$ cat config.mk
export PLATFORM = sky130hd
export DESIGN_NAME = synth_top
export DESIGN_NICKNAME = d
export VERILOG_FILES = /design/src/design/synth_pkg.sv /design/src/design/voice_if.sv /design/src/design/tone_osc.sv /design/src/design/adsr_envelope.sv /design/src/design/synth_voice.sv /design/src/design/note_dispatcher.sv /design/src/design/voice_mixer.sv /design/src/design/synth_top.sv
export VERILOG_INCLUDE_DIRS = /design/src /design/src/design
export SDC_FILE = /design/constraint.sdc
export NUM_CORES = 1
export LEC_CHECK = 0
export BUFFER_PORTS_ARGS = -buffer_cell sky130_fd_sc_hd__buf_2
export CAP_MARGIN = 40
export CORE_MARGIN = 10
export CORE_UTILIZATION = 23
export CTS_BUF_LIST = sky130_fd_sc_hd__clkbuf_4 sky130_fd_sc_hd__clkbuf_8 sky130_fd_sc_hd__clkbuf_16
export DETAILED_ROUTE_END_ITERATION = 16
export GPL_TIMING_DRIVEN = 0
export PLACE_DENSITY = 0.35
export SYNTH_ARGS = -nofsm -noshare
export SYNTH_HDL_FRONTEND = slang
export SYNTH_SLANG_ARGS = --single-unit
$ cat constraint.sdc
create_clock -name clk_calc -period 4.9 [get_ports clk_calc]
set_clock_uncertainty 0.2 [all_clocks]
set_input_delay 0.735 -clock clk_calc [delete_from_list [all_inputs] [get_ports clk_calc]]
set_output_delay 0.735 -clock clk_calc [all_outputs]
set_load 0.1 [all_outputs]
$ cat src/design/synth_config.svh
`ifndef SYNTH_CONFIG_SVH
`define SYNTH_CONFIG_SVH

// number of voice banks in the generate loop
`define SYNTH_VOICE_COUNT 4

// bank select field of the command word
`define SYNTH_BANK_LSB 23
`define SYNTH_BANK_MSB 27

// half period field, bits 22 to 0
`define SYNTH_PERIOD_BITS 23

// envelope targets
`define SYNTH_ENV_PEAK 16'h4000
`define SYNTH_ENV_SUSTAIN 16'h2000

// per-cycle envelope steps, each divides its span exactly
`define SYNTH_ATTACK_STEP 16'h0400
`define SYNTH_DECAY_STEP 16'h0200
`define SYNTH_RELEASE_STEP 16'h0100

`endif

$ cat src/design/synth_pkg.sv
`include "synth_config.svh"

package synth_pkg;

  // raw note command from the host
  typedef logic [31:0] cmd_word_t;

  // voice bank index, as wide as the bank field
  typedef logic [`SYNTH_BANK_MSB-`SYNTH_BANK_LSB:0] bank_t;

  // half period in clk_calc cycles
  typedef logic [`SYNTH_PERIOD_BITS-1:0] period_t;

  // unsigned envelope amplitude
  typedef logic [15:0] level_t;

  // signed sample, per bank and for the mixed audio
  typedef logic signed [23:0] sample_t;

  // envelope phases
  typedef enum logic [2:0] {
    env_idle,
    env_attack,
    env_decay,
    env_sustain,
    env_release
  } env_state_t;

endpackage

$ cat src/design/voice_if.sv
`timescale 1ns/1ps

// one voice bank's control and result signals
interface voice_if;

  // one-cycle strobes from the dispatcher, never both high
  logic note_on;
  logic note_off;
  // half period, valid from the note_on edge
  synth_pkg::period_t period;

  // signed bank output, combinational
  synth_pkg::sample_t sample;
  // end of release, one cycle
  logic done;

  // command side
  modport dispatch_mp (
    output note_on,
    output note_off,
    output period
  );

  // the bank itself
  modport voice_mp (
    input  note_on,
    input  note_off,
    input  period,
    output sample,
    output done
  );

  // summing side
  modport mix_mp (
    input sample,
    input done
  );

endinterface

$ cat src/design/tone_osc.sv
`timescale 1ns/1ps

module tone_osc (
  input  logic               clk_calc,
  input  logic               rst_n,
  input  logic               restart,
  input  synth_pkg::period_t period,
  output logic               tone
);

  // cycles spent in the current phase, 1 based
  synth_pkg::period_t cnt;

  always_ff @(posedge clk_calc or negedge rst_n) begin
    if (!rst_n) begin
      cnt  <= '0;
      tone <= 1'b0;
    end else if (restart) begin
      // note start, high phase from this edge
      cnt  <= synth_pkg::period_t'(1);
      tone <= 1'b1;
    end else if (period == '0) begin
      // no period, park high
      cnt  <= synth_pkg::period_t'(1);
      tone <= 1'b1;
    end else if (cnt >= period) begin
      // phase complete after period cycles
      cnt  <= synth_pkg::period_t'(1);
      tone <= ~tone;
    end else begin
      cnt  <= cnt + synth_pkg::period_t'(1);
    end
  end

endmodule

$ cat src/design/adsr_envelope.sv
`timescale 1ns/1ps
`include "synth_config.svh"

module adsr_envelope (
  input  logic              clk_calc,
  input  logic              rst_n,
  input  logic              gate_on,
  input  logic              gate_off,
  output synth_pkg::level_t level,
  output logic              done
);

  synth_pkg::env_state_t state;
  // phase that applies this cycle, strobes included
  synth_pkg::env_state_t mode;

  // candidate levels, each saturating at its target
  synth_pkg::level_t level_up;
  synth_pkg::level_t level_dn;
  synth_pkg::level_t level_rel;
  logic              rel_end;

  assign level_up = (level >= synth_pkg::level_t'(`SYNTH_ENV_PEAK - `SYNTH_ATTACK_STEP)) ?
                    `SYNTH_ENV_PEAK : level + `SYNTH_ATTACK_STEP;

  assign level_dn = (level <= synth_pkg::level_t'(`SYNTH_ENV_SUSTAIN + `SYNTH_DECAY_STEP)) ?
                    `SYNTH_ENV_SUSTAIN : level - `SYNTH_DECAY_STEP;

  // release hits zero on this step
  assign rel_end   = (level <= `SYNTH_RELEASE_STEP);
  assign level_rel = rel_end ? '0 : level - `SYNTH_RELEASE_STEP;

  // note_on retriggers from any state, current level kept
  // note_off only acts on a sounding note
  always_comb begin
    mode = state;
    if (gate_on) begin
      mode = synth_pkg::env_attack;
    end else if (gate_off && (state != synth_pkg::env_idle) &&
                 (state != synth_pkg::env_release)) begin
      mode = synth_pkg::env_release;
    end
  end

  always_ff @(posedge clk_calc or negedge rst_n) begin
    if (!rst_n) begin
      state <= synth_pkg::env_idle;
      level <= '0;
      done  <= 1'b0;
    end else begin
      done <= 1'b0;
      case (mode)
        synth_pkg::env_attack: begin
          level <= level_up;
          // go on to decay once peak is held
          state <= (level_up == `SYNTH_ENV_PEAK) ? synth_pkg::env_decay
                                                 : synth_pkg::env_attack;
        end
        synth_pkg::env_decay: begin
          level <= level_dn;
          state <= (level_dn == `SYNTH_ENV_SUSTAIN) ? synth_pkg::env_sustain
                                                    : synth_pkg::env_decay;
        end
        synth_pkg::env_sustain: begin
          // hold until gate_off
          state <= synth_pkg::env_sustain;
        end
        synth_pkg::env_release: begin
          level <= level_rel;
          if (rel_end) begin
            // note finished, report and rest
            done  <= 1'b1;
            state <= synth_pkg::env_idle;
          end else begin
            state <= synth_pkg::env_release;
          end
        end
        default: begin
          state <= synth_pkg::env_idle;
        end
      endcase
    end
  end

endmodule

$ cat src/design/synth_voice.sv
`timescale 1ns/1ps

module synth_voice (
  input logic      clk_calc,
  input logic      rst_n,
  voice_if.voice_mp bus
);

  logic              tone;
  synth_pkg::level_t level;
  // level widened to sample width, always positive
  synth_pkg::sample_t mag;

  // square wave restarts with each note
  tone_osc i_osc (
    .clk_calc (clk_calc),
    .rst_n    (rst_n),
    .restart  (bus.note_on),
    .period   (bus.period),
    .tone     (tone)
  );

  // amplitude shaping, done goes straight to the mixer
  adsr_envelope i_env (
    .clk_calc (clk_calc),
    .rst_n    (rst_n),
    .gate_on  (bus.note_on),
    .gate_off (bus.note_off),
    .level    (level),
    .done     (bus.done)
  );

  assign mag = {{($bits(synth_pkg::sample_t) - $bits(synth_pkg::level_t)){1'b0}}, level};

  // high phase gives +level, low phase -level
  assign bus.sample = tone ? mag : -mag;

endmodule

$ cat src/design/note_dispatcher.sv
`timescale 1ns/1ps
`include "synth_config.svh"

module note_dispatcher (
  input  logic                clk_calc,
  input  logic                rst_n,
  input  logic                cmd_valid,
  input  synth_pkg::cmd_word_t cmd_data,
  voice_if.dispatch_mp        voices [`SYNTH_VOICE_COUNT]
);

  // first stage holds the captured command
  logic               cmd_valid_q;
  synth_pkg::bank_t   bank_q;
  synth_pkg::period_t period_q;

  always_ff @(posedge clk_calc or negedge rst_n) begin
    if (!rst_n) begin
      cmd_valid_q <= 1'b0;
    end else begin
      cmd_valid_q <= cmd_valid;
    end
  end

  // bank and period fields of the incoming word
  always_ff @(posedge clk_calc) begin
    bank_q   <= cmd_data[`SYNTH_BANK_MSB:`SYNTH_BANK_LSB];
    period_q <= cmd_data[`SYNTH_PERIOD_BITS-1:0];
  end

  // second stage has one strobe register set per bank
  // out of range banks match no index and drop out here
  for (genvar i = 0; i < `SYNTH_VOICE_COUNT; i++) begin : g_bank
    logic hit;

    assign hit = cmd_valid_q && (bank_q == synth_pkg::bank_t'(i));

    always_ff @(posedge clk_calc or negedge rst_n) begin
      if (!rst_n) begin
        voices[i].note_on  <= 1'b0;
        voices[i].note_off <= 1'b0;
        voices[i].period   <= '0;
      end else begin
        // strobes clear by themselves on the next cycle
        voices[i].note_on  <= hit && (period_q != '0);
        voices[i].note_off <= hit && (period_q == '0);
        // new period lands with note_on
        if (hit && (period_q != '0)) begin
          voices[i].period <= period_q;
        end
      end
    end
  end

endmodule

$ cat src/design/voice_mixer.sv
`timescale 1ns/1ps
`include "synth_config.svh"

module voice_mixer (
  input  logic               clk_calc,
  input  logic               rst_n,
  voice_if.mix_mp            voices [`SYNTH_VOICE_COUNT],
  output synth_pkg::sample_t audio,
  output logic               done_valid,
  output synth_pkg::bank_t   done_bank
);

  // flat copies of the bank outputs
  synth_pkg::sample_t             bank_sample [`SYNTH_VOICE_COUNT];
  logic [`SYNTH_VOICE_COUNT-1:0] bank_done;

  synth_pkg::sample_t sum;
  synth_pkg::bank_t   last_done;

  for (genvar i = 0; i < `SYNTH_VOICE_COUNT; i++) begin : g_tap
    assign bank_sample[i] = voices[i].sample;
    assign bank_done[i]   = voices[i].done;
  end

  // signed sum with headroom for all banks at peak
  // later banks win the index
  always_comb begin
    sum       = '0;
    last_done = '0;
    for (int i = 0; i < `SYNTH_VOICE_COUNT; i++) begin
      sum = sum + bank_sample[i];
      if (bank_done[i]) begin
        last_done = synth_pkg::bank_t'(i);
      end
    end
  end

  always_ff @(posedge clk_calc or negedge rst_n) begin
    if (!rst_n) begin
      audio      <= '0;
      done_valid <= 1'b0;
      done_bank  <= '0;
    end else begin
      audio      <= sum;
      done_valid <= |bank_done;
      // index holds between reports
      if (|bank_done) begin
        done_bank <= last_done;
      end
    end
  end

endmodule

$ cat src/design/synth_top.sv
`timescale 1ns/1ps
`include "synth_config.svh"

module synth_top (
  input  logic                 clk_calc,
  input  logic                 rst_n,
  input  logic                 cmd_valid,
  input  synth_pkg::cmd_word_t cmd_data,
  output synth_pkg::sample_t   audio,
  output logic                 done_valid,
  output synth_pkg::bank_t     done_bank
);

  // one bundle per bank
  voice_if voices [`SYNTH_VOICE_COUNT] ();

  // command word to per-bank strobes and periods
  note_dispatcher i_dispatcher (
    .clk_calc  (clk_calc),
    .rst_n     (rst_n),
    .cmd_valid (cmd_valid),
    .cmd_data  (cmd_data),
    .voices    (voices)
  );

  // identical banks
  for (genvar i = 0; i < `SYNTH_VOICE_COUNT; i++) begin : g_voice
    synth_voice i_voice (
      .clk_calc (clk_calc),
      .rst_n    (rst_n),
      .bus      (voices[i])
    );
  end

  // sum to audio, report finished notes
  voice_mixer i_mixer (
    .clk_calc   (clk_calc),
    .rst_n      (rst_n),
    .voices     (voices),
    .audio      (audio),
    .done_valid (done_valid),
    .done_bank  (done_bank)
  );

endmodule

# Yosys cells after proc, flatten, opt, wreduce, memory -nomap -nowiden
# Cells that the tools add are included.
dict set report word_totals {
  output_inout_bits 30
  inputBits 35
  word_cells 231
  reg_bits 335
}
dict set report op_classes {
  n_reduce_logical 40
  n_bitwise 4
  eq_ne 31
  magnitude_cmp 16
  add_sub_neg 23
  mux 79
}
# operator count
set op_table {}
lappend op_table {{23-bit two-way mux} 12}
lappend op_table {{16-bit two-way mux} 12}
lappend op_table {{16-bit case mux with 3 select lines} 4}
lappend op_table {{23-bit zero test} 5}
lappend op_table {{24-bit two-way mux} 4}
lappend op_table {{16-bit negation with 24-bit output} 4}
lappend op_table {{23-bit by 1-bit adder with 23-bit output, second input constant} 4}
lappend op_table {{23-bit greater-or-equal comparator} 4}
lappend op_table {{24-bit adder} 3}
lappend op_table {{16-bit by 11-bit adder with 16-bit output, second input constant} 4}
lappend op_table {{16-bit by 14-bit == test with 1-bit output, second input constant} 4}
lappend op_table {{16-bit by 15-bit == test with 1-bit output, second input constant} 4}
lappend op_table {{16-bit by 14-bit greater-or-equal comparator with 1-bit output, second input constant} 4}
lappend op_table {{16-bit by 14-bit <= comparator with 1-bit output, second input constant} 4}
lappend op_table {{16-bit by 9-bit <= comparator with 1-bit output, second input constant} 4}
lappend op_table {{16-bit by 10-bit subtractor with 16-bit output, second input constant} 4}
lappend op_table {{16-bit by 9-bit subtractor with 16-bit output, second input constant} 4}
lappend op_table {{3-bit case mux with 4 select lines} 4}
lappend op_table {{3-bit two-way mux} 12}
lappend op_table {{3-bit nonzero test} 12}
lappend op_table {{1-bit two-way mux} 25}
lappend op_table {{3-bit by 2-bit == test with 1-bit output, second input constant} 8}
lappend op_table {{23-bit nonzero test} 1}
lappend op_table {{1-bit logical AND} 20}
lappend op_table {{other kinds (10)} 27}

# Longest topological paths before layout
# Gate-level depths: netlist of the first run.
dict set report logic_depth {
  word_depth 7
  ltp_mapped 20
  ltp_nobuf 19
}

# Hierarchy
# A second synthesis of the first run with hierarchy kept.
dict set report hier_totals {
  hier_cells 2375
  hier_area_um2 23719.0
}
# module area_per_inst_um2 n_inst cells_each
set by_module_without_submodules {}
lappend by_module_without_submodules {tone_osc 1978.1 4 205}
lappend by_module_without_submodules {adsr_envelope 1555.2 4 162}
lappend by_module_without_submodules {note_dispatcher 4388.0 1 286}
lappend by_module_without_submodules {voice_mixer 3350.7 1 377}
lappend by_module_without_submodules {synth_voice 461.7 4 61}

# Least setup slack after synthesis of the first run
# Ideal clock, no wire load.
dict set report synth_path {
  kind {register to register}
  from {reg g_voice[1].i_voice.i_env.level[0]}
  to {reg i_mixer.audio[21]}
  t_arrival_ps 4470
  required_time_ps 4574
  setup_slack_ps 104
  stages_incl_launch_ff 20
  period_less_slack_ps 4796
  setup_ps 126
  cell_sequence {dfrtp_1 > inv_1 > ha_1 > or4b_4 > nor2_1 > and3_1 > nor2_1 > xor2_1 > fa_1 > inv_1 > fa_1 > inv_1 > ha_1 > nand2_1 > a2111o_1 > a311o_1 > a21bo_2 > a21oi_1 > mux2i_1 > nand2_1}
}
dict set report synth_between {
  elab_chain_len 5
}
# item line_no
set synth_lines {}
lappend synth_lines {{from (decl)} adsr_envelope.sv:9} ;# output synth_pkg::level_t level,
lappend synth_lines {{from (signal assigned)} adsr_envelope.sv:54} ;# level <= level_up;
lappend synth_lines {{from (signal assigned)} adsr_envelope.sv:60} ;# level <= level_dn;
lappend synth_lines {{from (signal assigned)} adsr_envelope.sv:69} ;# level <= level_rel;
lappend synth_lines {{16-bit negation with 24-bit output} synth_voice.sv:36} ;# assign bus.sample = tone ? mag : -mag;
lappend synth_lines {{24-bit two-way mux (*)} synth_voice.sv:36}
lappend synth_lines {{24-bit adder (*) (3 in series)} voice_mixer.sv:31} ;# sum = sum + bank_sample[i];
lappend synth_lines {{via i_mixer.sum[21]} voice_mixer.sv:17} ;# synth_pkg::sample_t sum;
lappend synth_lines {{to (signal assigned)} voice_mixer.sv:44} ;# audio <= sum;
lappend synth_lines {{to (decl)} voice_mixer.sv:8} ;# output synth_pkg::sample_t audio,
# The timed path passes the listed nets; every way through them passes the cells marked *.
# A chain may end at the register's enable or synchronous reset.

# Worst setup path in the final report of the first run
# Same ends and word-level chain as after synthesis.

==> results of run 1 <==
[power groups by stage]
stage               Clock, uW  Sequential [uW]  Combinational, uW
floorplan                   0             4060               7170
detailed placement          0             3750              10400
finish                   3250             3720              11700
CTS                      3390             3730              11400
global route             3490             3780              13000
global placement            0             3750              10400
[layer usage]
layer	vias up	global-route usage, %	part of all wire, %
li1	8405	-	-
met4	0	3.36	2.2
met3	73	1.97	4.0
met1	8421	17.1	47
met2	299	21.4	47
met5	-	0	0
[sequential cells by signal, indices dropped and copies added (netlist names)]
| name | cells |
|---|---|
| g_voice.i_voice.i_env.done | 4 |
| g_voice.i_voice.i_env.level | 64 |
| g_voice.i_voice.i_env.state | 12 |
| g_voice.i_voice.i_osc.cnt | 92 |
| g_voice.i_voice.i_osc.tone | 4 |
| i_dispatcher.bank_q | 5 |
| i_dispatcher.cmd_valid_q | 1 |
| i_dispatcher.period_q | 23 |
| i_dispatcher.voices.note_off | 4 |
| i_dispatcher.voices.note_on | 4 |
| i_dispatcher.voices.period | 92 |
| i_mixer.audio | 24 |
| i_mixer.done_bank | 2 |
| i_mixer.done_valid | 1 |
[worst min-delay path by stage]
stage | from | endpoint | slack [ns] | cells after the start
floorplan | g_voice[2].i_voice.i_env.done | i_mixer.done_bank[0] | 0.23 | 1
global placement | i_mixer.done_bank[1] | i_mixer.done_bank[1] | 0.27 | 2
CTS | cmd_data[2] | i_dispatcher.period_q[2] | 0.0008 | 1
finish | cmd_data[2] | i_dispatcher.period_q[2] | 0.04 | 1
detailed placement | i_mixer.done_bank[1] | i_mixer.done_bank[1] | 0.28 | 2
global route | cmd_data[12] | i_dispatcher.period_q[12] | 0.02 | 1
[timing repair]
action | in CTS | in global routing
resized for setup | 54 | 26
buffers inserted | 20 | 3
hold buffers | 4 | 0
pin swaps | 23 | 4
hold endpoints to repair | 66 | 0
endpoints found under the setup margin | 12 | 8
[cells in the final DEF (no fill, tap or decap), types with 7 or more instances in the layout]
| cell | instances |
|---|---|
| a211oi_1 | 7 |
| a21o_1 | 31 |
| a21oi_1 | 98 |
| a31oi_1 | 21 |
| a41oi_1 | 14 |
| and2_1 | 13 |
| and3_1 | 37 |
| buf_2 | 64 |
| buf_4 | 29 |
| clkbuf_1 | 58 |
| clkbuf_16 | 44 |
| clkbuf_4 | 8 |
| clkbuf_8 | 11 |
| clkinv_2 | 12 |
| dfrtp_1 | 298 |
| dfxtp_1 | 28 |
| fa_1 | 46 |
| ha_1 | 153 |
| ha_4 | 9 |
| inv_1 | 222 |
| inv_2 | 13 |
| mux2_2 | 7 |
| nand2_1 | 241 |
| nand2b_1 | 21 |
| nand3_1 | 48 |
| nand4_1 | 46 |
| nor2_1 | 238 |
| nor2b_1 | 41 |
| nor3_1 | 55 |
| nor4_1 | 35 |
| o211ai_1 | 16 |
| o21a_1 | 12 |
| o21ai_0 | 149 |
| o21ai_1 | 11 |
| o221ai_1 | 13 |
| o22ai_1 | 8 |
| o31ai_1 | 8 |
| xnor2_1 | 82 |
| xor2_1 | 90 |
[through the flow]
stage | utilization (%) | TNS (ns) | hold slack, ns
3_3_place_gp | 25.1 | -1130.21 | 0.270
5_1_grt | 27.4 | -0.411 | 0.0158
6_report | 27.4 | 0 | 0.0435
4_1_cts | 27.2 | -0.0113 | 0.000816
2_1_floorplan | - | 0 | 0.230
3_5_place_dp | 25.2 | -4.61 | 0.276
[area by class of cell]
class	instances	area [um2]
fillers	9798	66500
multi-input cells	1719	12100
flip-flops and latches	332	8180
well taps	1186	1480
clock buffers	63	1310
inverters	239	897
repair buffers	91	628
plain buffers	78	337
clock inverters	16	126
[cell families (layout without fill, tap and decap cells)]
| logic type | Yosys count | after routing | share of synthesized area, % |
|---|---|---|---|
| simple gates | 846 | 846 | 19.3 |
| compound gates | 471 | 471 | 14.3 |
| flops | 332 | 332 | 38.6 |
| buf+inv | 322 | 487 | 5.87 |
| fa+ha+maj | 209 | 209 | 14.0 |
| xor+xnor | 179 | 179 | 7.40 |
| mux | 11 | 11 | 0.561 |
| other cells | 1 | 3 | 0.0177 |
==> metrics.md, run 1 <==
| Metric | Value |
|---|---|
| Yosys top cell by area | dfrtp_1 |
| Post-route design area | 25000 um2 |
| CTS tree | done |
| Net switching power figure | 8770 uW |
| First drt pass iteration count | 5 |
| Max_cap viols | 0 |
| Die area | 105000 um2 |
| Max-slew violations | 0 |
| CP peak stage delay | 0.52 ns |
| Critical Path Stages | 18 |
| Peak supply drop | 0.000897 V |
| Worst flop-to-flop path startpoint | g_voice[1].i_voice.i_env.level[0] |
| Mapped Cells | 2371 |
| Clock Tree Buf Depth | 3 |
| Gr usage total | 12.8% |
| Ratio of cells with drive above 1 in the final layout | 11.1% |
| Largest net degree at the start of global routing | 97 |
| Distinct cell type count after synthesis | 92 |
| Clk Latency, worst-skew pair | 0.60 ns |
| Port Buffers | 57 |
| Most frequent cell after synthesis | dfrtp_1 |
| Switch share | 46.9% |
| Netlist Area Pre-Place | 21200 um2 |
| Ports | 65 |
| Row cnt | 111 |
| Iter 0 DRT Violations | 996 |
| DP Worst Slack | -0.738 ns |
| Critical Path End Type | flip-flop |
| Async SR Flop Fraction | 91.6% |
| Hold WC Path Type | in2reg |
| Dpl hpwl | 51300 um |
| Top_reg_cell synth | dfrtp_1 |
| Layout area overhead | 18.3% |
| F_max | 0.205 GHz |
| Mean routed wirelength per cell | 18.1 um |
| Mean post-synth cell area | 8.93 um2 |
| Critical path class | reg2reg |
| First-pass GRT wire length | 106000 um |
| Grt ovf | 0 |
| Crit path launch type | flip-flop |
| Non-filler instance count after layout | 3724 |
| Reg power frac | 19.9% |
| Synth area leaders | dfrtp_1, ha_1, fa_1 |
| Initial antenna violation count | 1 |
| Post-synth EDFFs | 0 |
| Diode count | 0 |
| DR vias/cell | 4.62 |
| Initial Utilization | 23.1% |
| Crit path required time | 5.17 ns |
| Gate power share | 62.7% |
| Core Area | 91500 um2 |
| Chip width | 323 um |
| Status | finished clean |
| Final Power | 18700 uW |
| CP Data Arrival Time | 5.14 ns |
| Placed Cells incl. Taps | 3623 |
| Clock share of power | 17.4% |
| Worst path top cell family by delay | adder cells |
| Die Span Y | 323 um |
| Final Hold Vio Count | 0 |
| ANT nets after route | 0 |
| CP startpoint | g_voice[1].i_voice.i_env.level[0] |
| Crit path max fanout | 3 |
| LEAKAGE | 0.0115 uW |
| Least-Margin Pin Slew | 0.783 ns |
| Share of the synthesized area in the top cell type | 35.9% |
| Worst path bufs/invs | 4 |
| WL final | 67400 um |
| RR Endpoint | i_mixer.audio[21] |
| Reg clk slew, reported paths | 0.06 ns |
| R2R setup slack | 0.03 ns |
| Final nets | 2748 |
| Setup ws final | 0.0251 ns |
| CTS H-Tree Depth | 2 |
| Slew headroom | 47.3% |
| CTS root buf | clkbuf_16 |
| Vias | 17.2k |
| Top cells by count, synth | dfrtp_1, nand2_1, nor2_1 |
| YS warnings | 0 |
| Sequential share of the synthesized area | 38.6% |
| Sink Count | 332 |
| Vias in the first global route | 17.6k |
| Critical path endpoint | i_mixer.audio[21] |
| Routability cong. | 0.803 |
| Final min period | 4.87 ns |
| Worst path cell trace | buf_6 > or4_4 > nor3_4 > buf_6 > a21oi_4 > xnor2_2 > fa_1 > inv_2 > fa_1 > inv_2 > ha_4 > nand2_2 > a2111o_1 > a311o_1 > a21bo_2 > a21oi_4 > mux2i_1 > nand2_1 |
| DRC errors left | 0 |
| Crit path max-delay cell type | or4_4 |
| Post-DP Area | 23100 um2 |
| PD cells | 746 nW/um2 |
| Tcrit/Tclk final | 99.5% |
| Setup-failing EPs final | 0 |
| CTS buffer count | 43 |
| Seq cells post-synth | 332 |
| RSZ-0062 raised after global routing | true |
| Worst R2R Path Depth | 18 |
| Int Power | 9920 uW |
Note: power is estimated with default switching activity, not from simulation.
==> inputs of run 2 (changes only) <==
PLACE_DENSITY = 0.34   (was 0.35)
SETUP_SLACK_MARGIN = 0.2   (was not set)
SLEW_MARGIN = 20   (was not set)
clock period = 4.6 ns   (was 4.9 ns; I/O delays follow)
==> run 2 against run 1 <==
Net effect: the flow now finishes with violations (setup timing); die area unchanged; clock power is 12% higher; non-clock buffer count rose by 46; sequential share of layout area down 0.95 points; utilization increased by 0.84 points; worst hold slack improved by 0.23 ns; setup slack worse by 0.25 ns; via count grew 0.80%.
==> metrics.md, run 2 (synthesis results as in run 1) <==
| Metric | Value |
|---|---|
| WL final | 68600 um (+1.9%) |
| Iter 0 DRT Violations | 755 (-24%) |
| DR vias/cell | 4.59 (-0.51%) |
| ANT nets after route | 0 (unchanged) |
| Ports | 65 (unchanged) |
| Die Span Y | 323 um (unchanged) |
| Crit path max fanout | 5 (+2) |
| Setup-failing EPs final | 6 (+6) |
| Die area | 105000 um2 (unchanged) |
| Critical Path End Type | flip-flop |
| RSZ-0062 raised after global routing | true |
| Status | complete, but fails checks |
| Commonest non-fill, non-tap cells in the layout | dfrtp_1, nand2_1, nor2_1 |
| Crit path launch type | flip-flop |
| Max-slew violations | 0 (unchanged) |
| Reg clk slew, reported paths | 0.05 ns (about the same) |
| Initial antenna violation count | 3 (+2) |
| Ratio of cells with drive above 1 in the final layout | 13.1% (+2.0 points) |
| CP Data Arrival Time | 5.10 ns (-0.04 ns) |
| Fin Setup TNS | -0.650 ns (-0.650 ns) |
| First drt pass iteration count | 5 (unchanged) |
| CTS tree | done |
| Fin util | 28.2% (+0.84 points) |
| Chip width | 323 um (unchanged) |
| Max_cap viols | 0 (unchanged) |
| Hold WC Path Type | reg2reg |
| Most common cell after layout, fill and taps aside | dfrtp_1 |
| Regs by FF count | g_voice.i_voice.i_osc.cnt x92, i_dispatcher.voices.period x92, g_voice.i_voice.i_env.level x64 |
| Layout area overhead | 21.9% |
| PD cells | 850 nW/um2 (+14%) |
| Wire length on met3 | 2960 um (+9.5%) |
| Core Area | 91500 um2 (unchanged) |
| Final min period | 4.83 ns (-0.0460 ns) |
| DP Worst Slack | -0.927 ns (-0.189 ns) |
| CP startpoint | g_voice[1].i_voice.i_env.level[0] |
| Grt ovf | 0 (unchanged) |
| Gr usage total | 13.1% (+0.25 points) |
| CTS H-Tree Depth | 2 (unchanged) |
| Clk Latency, worst-skew pair | 0.62 ns (+0.02 ns) |
| Setup ws final | -0.229 ns (-0.254 ns) |
| F_max | 0.207 GHz (+0.95%) |
| CTS root buf | clkbuf_16 |
| Port Buffers | 57 (unchanged) |
| Dpl hpwl | 51900 um (+1.3%) |
| Met2 WL post-DR | 32400 um (+2.1%) |
| Crit path required time | 4.87 ns (-0.30 ns) |
| Non-filler instance count after layout | 3773 (+1.3%) |
| R2R setup slack | -0.23 ns (-0.25 ns) |
| Critical path class | reg2reg |
| Routability cong. | 0.806 (+0.37%) |
| RR Endpoint | i_mixer.audio[21] |
| Slew headroom | 46.8% (-0.56 points) |
| Peak supply drop | 0.00114 V (+28%) |
| Diode count | 0 (unchanged) |
| M1 WL | 31200 um (-0.86%) |
| Failing checks | setup timing |
| Vias | 17.3k (+0.80%) |
| Final nets | 2795 (+1.7%) |
| Min Hold Slack | 0.272 ns (+0.229 ns) |
| Placed Cells incl. Taps | 3625 (+0.055%) |
| Least-Margin Pin Slew | 0.791 ns (+0.00834 ns) |
| Row cnt | 111 (unchanged) |
| Vias in the first global route | 17.9k (+1.4%) |
| Clock Tree Buf Depth | 3 (unchanged) |
| Sink Count | 332 (unchanged) |
| Top Layer Used | met4 |
| Largest net degree at the start of global routing | 76 (-22%) |
| Filler cells | 9738 (-0.61%) |
| Worst R2R Path Depth | 18 (unchanged) |
| Critical path endpoint | i_mixer.audio[21] |
| First-pass GRT wire length | 107000 um (+1.6%) |
| Final Hold Vio Count | 0 (unchanged) |
| Initial Utilization | 23.1% (unchanged) |
| LEAKAGE | 0.0118 uW (+2.3%) |
| Mean routed wirelength per cell | 18.2 um (+0.55%) |
| Tcrit/Tclk final | 105% (+5.5 points) |
| CTS buffer count | 44 (+2.3%) |
| DRC errors left | 0 (unchanged) |
| Worst flop-to-flop path startpoint | g_voice[1].i_voice.i_env.level[0] |
[run 2: changes by cell type in the layout (fill, tap and decap cells not counted), moves of 5 or more]
cell,change
clkbuf_4,+6
ha_4,+5
a21oi_2,+7
dlygate4sd3_1,+26
a21oi_1,-6
ha_1,-5
buf_4,+12
[run 2: where the power goes]
part / internal (uW) / switching, uW / total (uW) / leakage, uW
combinational: 6280 / 8090 / 14400 / 0.00678
sequential: 3500 / 446 / 3950 / 0.00423
clock: 2170 / 1460 / 3630 / 0.000779
total: 11900 / 9990 / 21900 / 0.0118
[run 2: repair_timing]
item                                    in CTS  in global routing
endpoints found under the hold margin       77                  0
pin swaps                                   37                 30
resized for setup                           73                 42
hold buffers                                30                  0
setup buffers                               21                 15
endpoints found under the setup margin      18                 12
[run 2: worst min path at each step]
| stage | from | end | cells past startpoint |
|---|---|---|---|
| after floorplan | rst_n | g_voice[0].i_voice.i_env.done | 0 |
| after global placement | i_mixer.done_bank[1] | i_mixer.done_bank[1] | 2 |
| after detailed placement | g_voice[0].i_voice.i_env.done | i_mixer.done_valid | 2 |
| after CTS | i_mixer.done_bank[1] | i_mixer.done_bank[1] | 2 |
| after global routing | g_voice[0].i_voice.i_env.done | i_mixer.done_valid | 2 |
| final | i_mixer.done_bank[1] | i_mixer.done_bank[1] | 2 |
[run 2: layout make-up]
type                       instances  area [um2]  area share [%]
buffer                            83         390            1.51
clock buffer                      68        1360            5.27
clock inverter                    14         180           0.698
inverter                         239         897            3.48
multi-input combinational       1719       12300            47.6
sequential                       332        8180            31.7
tap                             1186        1480            5.75
timing repair buffer             132        1030            3.97
[run 2: worst max-delay path: stages (launching register included)]
cell and delay [ns]:
dfrtp_1 0.40, buf_6 0.13, or4_4 0.51, nor3_4 0.25
buf_4 0.17, a21oi_2 0.05, xnor2_2 0.20, fa_1 0.50
inv_1 0.06, fa_1 0.55, inv_2 0.05, ha_4 0.27
nand2_2 0.05, a2111o_1 0.31, a311o_1 0.31, a21bo_2 0.25
a21oi_4 0.16, mux2i_1 0.21, nand2_1 0.06
[run 2: stage by stage]
step | cell area (um2) | power [uW]
after global placement | 23000 | 15400
after floorplan | 21200 | 12300
after detailed placement | 23200 | 15500
after global routing | 25800 | 23900
after CTS | 25500 | 20900
final | 25800 | 21900
[run 2: layer usage]
layer,up-vias,GRT usage (%)
li1,8481,-
met1,8454,16.9
met2,311,21.8
met3,90,2.27
met4,0,4.39
met5,-,0
